[src/design/dcache_defs.svh]
// cache geometry, fixed at 2 ways x 4 sets x 4 words; changing one width means changing them all
`ifndef DCACHE_DEFS_SVH
`define DCACHE_DEFS_SVH

// ----------------------------------------------------------------------
// processor side
// ----------------------------------------------------------------------
`define DCACHE_ADDR_W   30     // word address
`define DCACHE_WORD_W   32

// address split: tag | index | word
`define DCACHE_TAG_W    26
`define DCACHE_IDX_W    2
`define DCACHE_OFS_W    2      // word in line

`define DCACHE_SETS     4

// ----------------------------------------------------------------------
// memory side
// ----------------------------------------------------------------------
`define DCACHE_LINE_W   128    // four words
`define DCACHE_LADDR_W  28     // tag + index

`endif

[src/design/dcache_pkg.sv]
// types shared by the data cache blocks; widths come from dcache_defs.svh and are not parameters
`include "dcache_defs.svh"

package dcache_pkg;

	// miss handling states, compare is also the reset state
	typedef enum logic [1:0] {
		st_compare    = 2'd0,
		st_write_back = 2'd1,
		st_allocate   = 2'd2
	} dcache_state_e;

	// processor word address
	typedef struct packed {
		logic [`DCACHE_TAG_W-1:0] tag;
		logic [`DCACHE_IDX_W-1:0] index;
		logic [`DCACHE_OFS_W-1:0] word;
	} proc_addr_s;

	// one line, seen whole by memory and word by word by the processor
	typedef union packed {
		logic [`DCACHE_LINE_W-1:0]                      flat;
		logic [(1 << `DCACHE_OFS_W)-1:0][`DCACHE_WORD_W-1:0] words;
	} cache_line_u;

	typedef struct packed {
		logic                     valid;
		logic                     dirty;
		logic [`DCACHE_TAG_W-1:0] tag;
	} tag_entry_s;

	// store to controller
	typedef struct packed {
		logic hit;             // request present and found in either way
		logic victim_dirty;
		logic victim_valid;
	} look_s;

endpackage

[src/design/dcache_store.sv]
// tag/data arrays of a 2-way cache; lookup is combinational, victim way comes from one bit per set
`timescale 1ns/1ns
`include "dcache_defs.svh"

module dcache_store (
	input  logic                       clk,
	input  logic                       proc_reset,
	input  logic                       proc_read,
	input  logic                       proc_write,
	input  dcache_pkg::proc_addr_s     proc_addr,
	input  logic [`DCACHE_WORD_W-1:0]  proc_wdata,
	input  logic [`DCACHE_LINE_W-1:0]  mem_rdata,
	input  logic                       refill_en,
	input  logic                       wb_done,
	output dcache_pkg::look_s          look,
	output logic [`DCACHE_WORD_W-1:0]  proc_rdata,
	output dcache_pkg::cache_line_u    wb_line,
	output logic [`DCACHE_LADDR_W-1:0] wb_laddr
);
	import dcache_pkg::*;

	// ----------------------------------------------------------------------
	// storage
	// ----------------------------------------------------------------------
	tag_entry_s              tags  [2][`DCACHE_SETS];
	cache_line_u             lines [2][`DCACHE_SETS];
	logic [`DCACHE_SETS-1:0] repl;     // way to refill next, one per set

	// ----------------------------------------------------------------------
	// lookup
	// ----------------------------------------------------------------------
	logic [`DCACHE_IDX_W-1:0] idx;
	logic                     req;
	logic [1:0]               way_hit;
	logic                     hit_way;
	logic                     victim;
	tag_entry_s               victim_tag;
	cache_line_u              hit_line;
	logic                     wr_hit;

	assign idx = proc_addr.index;
	assign req = proc_read | proc_write;

	always_comb begin
		for (int w = 0; w < 2; w++) begin
			way_hit[w] = tags[w][idx].valid && (tags[w][idx].tag == proc_addr.tag);
		end
	end

	// both ways never hold the same tag, so way 1 alone decides
	assign hit_way = way_hit[1];

	assign victim     = repl[idx];
	assign victim_tag = tags[victim][idx];

	assign look.hit          = req & (|way_hit);
	assign look.victim_dirty = victim_tag.dirty;
	assign look.victim_valid = victim_tag.valid;

	// read path through the word view
	assign hit_line   = lines[hit_way][idx];
	assign proc_rdata = hit_line.words[proc_addr.word];

	assign wr_hit = proc_write & look.hit;   // only in compare, other states miss

	// write-back source, line address rebuilt from the stored tag
	assign wb_line  = lines[victim][idx];
	assign wb_laddr = {victim_tag.tag, idx};

	// ----------------------------------------------------------------------
	// tag, status and replacement update
	// ----------------------------------------------------------------------
	always_ff @(posedge clk) begin
		if (proc_reset) begin
			for (int s = 0; s < `DCACHE_SETS; s++) begin
				tags[0][s].valid <= 1'b0;
				tags[0][s].dirty <= 1'b0;
				tags[1][s].valid <= 1'b0;
				tags[1][s].dirty <= 1'b0;
			end
			repl <= '0;
		end else if (refill_en) begin
			tags[victim][idx] <= '{valid: 1'b1, dirty: 1'b0, tag: proc_addr.tag};
			repl[idx]         <= ~victim;          // other way goes next
		end else if (wb_done) begin
			tags[victim][idx].dirty <= 1'b0;     // line now matches memory
		end else if (wr_hit) begin
			tags[hit_way][idx].dirty <= 1'b1;
		end
	end

	// ----------------------------------------------------------------------
	// line data
	// ----------------------------------------------------------------------
	always_ff @(posedge clk) begin
		if (refill_en) begin
			lines[victim][idx].flat <= mem_rdata;
		end else if (wr_hit) begin
			lines[hit_way][idx].words[proc_addr.word] <= proc_wdata;
		end
	end

endmodule

[src/design/dcache_ctrl.sv]
// miss FSM of the data cache; memory strobes are levels held until mem_ready, no split transactions
`timescale 1ns/1ns
`include "dcache_defs.svh"

module dcache_ctrl (
	input  logic                       clk,
	input  logic                       proc_reset,
	input  logic                       proc_read,
	input  logic                       proc_write,
	input  logic [`DCACHE_LADDR_W-1:0] req_laddr,
	input  logic [`DCACHE_LADDR_W-1:0] wb_laddr,
	input  dcache_pkg::look_s          look,
	input  logic                       mem_ready,
	output logic                       proc_stall,
	output logic                       mem_read,
	output logic                       mem_write,
	output logic [`DCACHE_LADDR_W-1:0] mem_addr,
	output logic                       refill_en,
	output logic                       wb_done
);
	import dcache_pkg::*;

	dcache_state_e state;
	dcache_state_e state_nxt;
	logic          req;
	logic          miss;

	assign req  = proc_read | proc_write;
	assign miss = req & ~look.hit;

	// ----------------------------------------------------------------------
	// state register
	// ----------------------------------------------------------------------
	always_ff @(posedge clk) begin
		if (proc_reset) begin
			state <= st_compare;
		end else begin
			state <= state_nxt;
		end
	end

	// ----------------------------------------------------------------------
	// next state and outputs
	// ----------------------------------------------------------------------
	always_comb begin
		state_nxt  = state;
		proc_stall = 1'b1;
		mem_read   = 1'b0;
		mem_write  = 1'b0;
		mem_addr   = req_laddr;
		refill_en  = 1'b0;
		wb_done    = 1'b0;

		case (state)
			st_compare: begin
				proc_stall = miss;                   // hits finish this cycle
				if (miss) begin
					if (look.victim_valid && look.victim_dirty) begin
						state_nxt = st_write_back;
					end else begin
						state_nxt = st_allocate;
					end
				end
			end

			st_write_back: begin
				mem_write = 1'b1;
				mem_addr  = wb_laddr;                // victim line, not the request
				wb_done   = mem_ready;
				if (mem_ready) begin
					state_nxt = st_allocate;
				end
			end

			st_allocate: begin
				mem_read  = 1'b1;
				refill_en = mem_ready;
				if (mem_ready) begin
					state_nxt = st_compare;          // request hits there
				end
			end

			default: begin
				state_nxt = st_compare;
			end
		endcase
	end

endmodule

[src/design/dcache_top.sv]
// 2-way write-back data cache, 32-bit word port to 128-bit line port; one request at a time
`timescale 1ns/1ns
`include "dcache_defs.svh"

module dcache_top (
	input  logic                       clk,
	input  logic                       proc_reset,
	// processor side
	input  logic                       proc_read,
	input  logic                       proc_write,
	input  dcache_pkg::proc_addr_s     proc_addr,
	input  logic [`DCACHE_WORD_W-1:0]  proc_wdata,
	output logic [`DCACHE_WORD_W-1:0]  proc_rdata,
	output logic                       proc_stall,
	// memory side
	output logic                       mem_read,
	output logic                       mem_write,
	output logic [`DCACHE_LADDR_W-1:0] mem_addr,
	output logic [`DCACHE_LINE_W-1:0]  mem_wdata,
	input  logic [`DCACHE_LINE_W-1:0]  mem_rdata,
	input  logic                       mem_ready
);
	import dcache_pkg::*;

	look_s                      look;
	cache_line_u                wb_line;
	logic [`DCACHE_LADDR_W-1:0] wb_laddr;
	logic [`DCACHE_LADDR_W-1:0] req_laddr;
	logic                       refill_en;
	logic                       wb_done;

	assign req_laddr = proc_addr[`DCACHE_ADDR_W-1:`DCACHE_OFS_W];  // drop word select
	assign mem_wdata = wb_line.flat;

	dcache_store u_store (
		.clk        (clk),
		.proc_reset (proc_reset),
		.proc_read  (proc_read),
		.proc_write (proc_write),
		.proc_addr  (proc_addr),
		.proc_wdata (proc_wdata),
		.mem_rdata  (mem_rdata),
		.refill_en  (refill_en),
		.wb_done    (wb_done),
		.look       (look),
		.proc_rdata (proc_rdata),
		.wb_line    (wb_line),
		.wb_laddr   (wb_laddr)
	);

	dcache_ctrl u_ctrl (
		.clk        (clk),
		.proc_reset (proc_reset),
		.proc_read  (proc_read),
		.proc_write (proc_write),
		.req_laddr  (req_laddr),
		.wb_laddr   (wb_laddr),
		.look       (look),
		.mem_ready  (mem_ready),
		.proc_stall (proc_stall),
		.mem_read   (mem_read),
		.mem_write  (mem_write),
		.mem_addr   (mem_addr),
		.refill_en  (refill_en),
		.wb_done    (wb_done)
	);

endmodule

[config.mk]
export PLATFORM = sky130hd
export DESIGN_NAME = dcache_top
export DESIGN_NICKNAME = d
export VERILOG_FILES = /design/src/design/dcache_pkg.sv /design/src/design/dcache_store.sv /design/src/design/dcache_ctrl.sv /design/src/design/dcache_top.sv
export VERILOG_INCLUDE_DIRS = /design/src /design/src/design
export SDC_FILE = /design/constraint.sdc
export NUM_CORES = 2
export LEC_CHECK = 0
export BUFFER_PORTS_ARGS = -buffer_cell sky130_fd_sc_hd__clkbuf_2
export CORE_MARGIN = 10
export CORE_UTILIZATION = 54
export DETAILED_ROUTE_END_ITERATION = 10
export PLACE_DENSITY_LB_ADDON = 0.08
export SETUP_SLACK_MARGIN = 0.05
export SLEW_MARGIN = 25
export SYNTH_ARGS = -nofsm -noshare
export SYNTH_HDL_FRONTEND = slang
export SYNTH_SLANG_ARGS = --single-unit
[constraint.sdc]
create_clock -name clk -period 7.38 [get_ports clk]
set_input_delay 0.738 -clock clk [delete_from_list [all_inputs] [get_ports clk]]
set_output_delay 0.738 -clock clk [all_outputs]
set_load 0.05 [all_outputs]
==> run summary <==
Status: completed
Largest area contributor in the netlist: edfxtp_1
First-pass GRT wire length: 295000 um
Worst skew pair latency: 0.76 ns
Slew Viols, Final: 0
Skew final: 0.02683 ns
Worst Path Max Fanout: 51
DP HPWL: 133100 um
Die area: 122700 um^2
Die width: 350.3 um
Post-CTS setup buffer count: 0
Pre-antenna DRT Iters: 9
Reg clk slew, reported paths: 0.05 ns
Fin crit period: 6.426 ns
CP Launch Type: input port
Slew HR: 23.83%
All-Layer GR Usage: 32.80%
Mean Syn Cell Area: 11.03 um^2
Fmax: 155.6 MHz
Net Count, Synth: 5535
Sw Ratio: 25.51%
IO Count: 386
Via-per-instance ratio: 6.334
Worst-margin pin slew: 1.134 ns
Top-count cell post-synth: nand2_1
Top-area cell type share of the netlist area: 63.61%
TritonCTS clock tree: built
Seq/Total Area, Yosys: 63.82%
Critical Path RT: 6.64 ns
Worst reg2reg setup slack: 2.29 ns
Worst Hold Class: input port to flip-flop
Port Buf Inserts: 385
Overflow after GRT: 0
Multi-input logic area: 20060 um^2
Top_reg_cell synth: edfxtp_1
Starting Density: 54.27%
P_leak: 26.67 nW
CP dominant cell by count: buf_4
CP delay by family, top: simple AND/OR/NAND/NOR gates
Storage cell area: 37600 um^2
Gp weighted congestion: 0.8882
Crit path kind: input port to output pin
CP Data Arrival Time: 5.69 ns
CTS sink count: 1254
Synthesized cell area: 58910 um^2
CP max stage delay: 0.87 ns
Final ANT Viol Nets: 0
Total Wirelength: 205400 um
Setup TNS: 0 ns
Cts hold-fix bufs: 0
Maximum vdd drop: 216.3 uV
Pwr per Cell Area: 243.9 nW/um^2
Post-synth EDFFs: 1248
RSZ-0062 raised after global routing: false
Initial DRC count: 6295
TritonCTS Buffers: 138
Initial antenna violation count: 12
Crit-path cells: buf_4 -> mux4_2 -> xnor2_1 -> o2111ai_1 -> nor4_2 -> and4_4 -> buf_4 -> nand2_1 -> a21oi_1 -> o31ai_1 -> nor3_1 -> clkbuf_2
Root buffer selected by CTS: clkbuf_16
# rows: 121
Final hold violation count: 0
Worst path slowest cell: nor3_1
Cts repair resizes: 0
Core area: 108600 um^2
Top post-synthesis cells by area: edfxtp_1, nand2_1, a21oi_1
H-tree depth: 4
DRC viols: 0
CP endpoint kind: output pin
Die height: 350.3 um
DR WL/cell: 28.60 um
Share of power burned in registers: 48.2%
Vias post-DR: 45483
Comb power frac: 11.1%
Total Power: 16.50 mW
Cells after Synth: 5340
Area delta synth->final: 14.82%
Yosys cell types: 58
Max_cap viols: 0
Clk buf depth: 3
Most frequent cells after synthesis: nand2_1, edfxtp_1, a21oi_1
Seq cells post-synth: 1254
Clock power frac: 40.7%
Fillcell total: 8494
CP Buf/Inv Count: 3
Ys Warns: 0
Switching power total: 4.208 mW
Internal Power: 12.29 mW
Final period utilization: 87.07%
Largest net degree at the start of global routing: 153
Post-synthesis async set-or-reset flop share: 0%
Final net count: 5853
Vias in the first global route: 43109
Layout cells sized above 1: 15.06%
Endpoints failing setup: 0
state kept, by name (all words and copies together), names as in the netlist:
| name | count |
|---|---|
| u_store.repl | 4 |
| u_ctrl.state | 2 |
| u_store.lines | 1024 |
| u_store.tags | 224 |
power by group through the flow:
stage | sequential, mW | clock (mW) | combinational, mW
2_1_floorplan | 8.08 | 0 | 1.12
3_3_place_gp | 8.09 | 0 | 1.81
3_5_place_dp | 8.09 | 0 | 1.82
4_1_cts | 7.94 | 6.76 | 1.83
5_1_grt | 7.95 | 7.06 | 1.94
6_report | 7.94 | 6.72 | 1.84
logic make-up (layout without fill, tap and decap cells):
| family | count (synthesis) | after routing | share of synthesized area (%) |
|---|---|---|---|
| buffers and inverters | 390 | 812 | 2.831 |
| xor gates and xnor gates | 50 | 50 | 0.7433 |
| and+or+nand+nor | 2281 | 2281 | 16.30 |
| DFF | 1254 | 1254 | 63.82 |
| other | 0 | 5 | 0 |
| AOI/OAI and AO/OA | 1009 | 1009 | 9.247 |
| muxes | 356 | 356 | 7.059 |
per-stage QoR:
step	utilization [%]	hold slack [ns]	worst slack (ns)	instance area [um^2]	std cells
floorplan	-	0.4346	1.094	58910	5340
global placement	58.29	0.4591	0.8818	63270	6932
detailed placement	58.29	0.4720	0.8757	63280	6932
CTS	62.31	0.3457	1.005	67630	7176
global route	62.32	0.3850	0.7101	67640	7180
finish	62.32	0.3852	0.9539	67650	7181
worst min-delay path, stage by stage:
cell and delay [ns]:
clkbuf_2 0.13, nor2_1 0.11, a21oi_1 0.04, nor2_1 0.07
per-layer routing:
layer / vias to the layer above / GRT usage [%] / share of wire (%)
li1: 19993 / - / -
met1: 22301 / 43.91 / 39
met2: 2752 / 48.33 / 44
met3: 425 / 7.085 / 11
met4: 12 / 21.32 / 7.1
met5: - / 0 / 0.037
path summary, 6_finish.rpt:
kind | to | cells after the start | startpoint
worst max-delay path | proc_rdata[27] | 12 | proc_addr[2]
worst min-delay path | u_ctrl.state[0] | 4 | mem_ready
worst min register to register | u_store.repl[3] | 2 | u_store.repl[3]
worst max register to register | u_store.lines[0][340] | 9 | u_store.tags[0][4]
cell usage in the layout, fill, tap and decap left out, types with 4 or more instances in the layout:
| cell | netlist | routed |
|---|---|---|
| nand2_1 | 1836 | 1834 |
| nor2_4 | 0 | 32 |
| clkbuf_2 | 0 | 383 |
| mux4_2 | 47 | 47 |
| buf_12 | 0 | 45 |
| nor4_2 | 1 | 17 |
| inv_6 | 0 | 7 |
| clkbuf_1 | 253 | 31 |
| nor2b_1 | 28 | 28 |
| o31ai_1 | 32 | 32 |
| nand4_1 | 8 | 8 |
| o21ai_0 | 38 | 38 |
| and2_1 | 4 | 4 |
| nor2_1 | 92 | 59 |
| o22ai_1 | 128 | 128 |
| buf_4 | 4 | 135 |
| o21a_1 | 7 | 6 |
| clkbuf_16 | 0 | 144 |
| clkinv_2 | 0 | 17 |
| mux2i_1 | 305 | 305 |
| dfxtp_1 | 6 | 6 |
| a31oi_1 | 28 | 28 |
| edfxtp_1 | 1248 | 1248 |
| nor3_1 | 39 | 39 |
| xnor2_1 | 30 | 30 |
| xor2_1 | 20 | 20 |
| nand3_1 | 13 | 13 |
| a21o_1 | 13 | 12 |
| or4_1 | 160 | 160 |
| nor4_1 | 83 | 67 |
| a21oi_1 | 743 | 743 |
| clkinvlp_4 | 0 | 5 |
| diode_2 | 0 | 5 |
| bufinv_16 | 0 | 10 |
| clkinv_1 | 1 | 27 |
cell type report:
class / instances / area share, %
Inverter: 5 / 0.02774
Clock inverter: 66 / 0.8841
Tap cell: 1414 / 2.615
Sequential cell: 1254 / 55.58
Antenna cell: 5 / 0.01850
Clock buffer: 178 / 5.560
Timing Repair Buffer: 563 / 5.663
Multi-Input combinational cell: 3696 / 29.65
No activity file was read; power rests on OpenSTA's default activity.
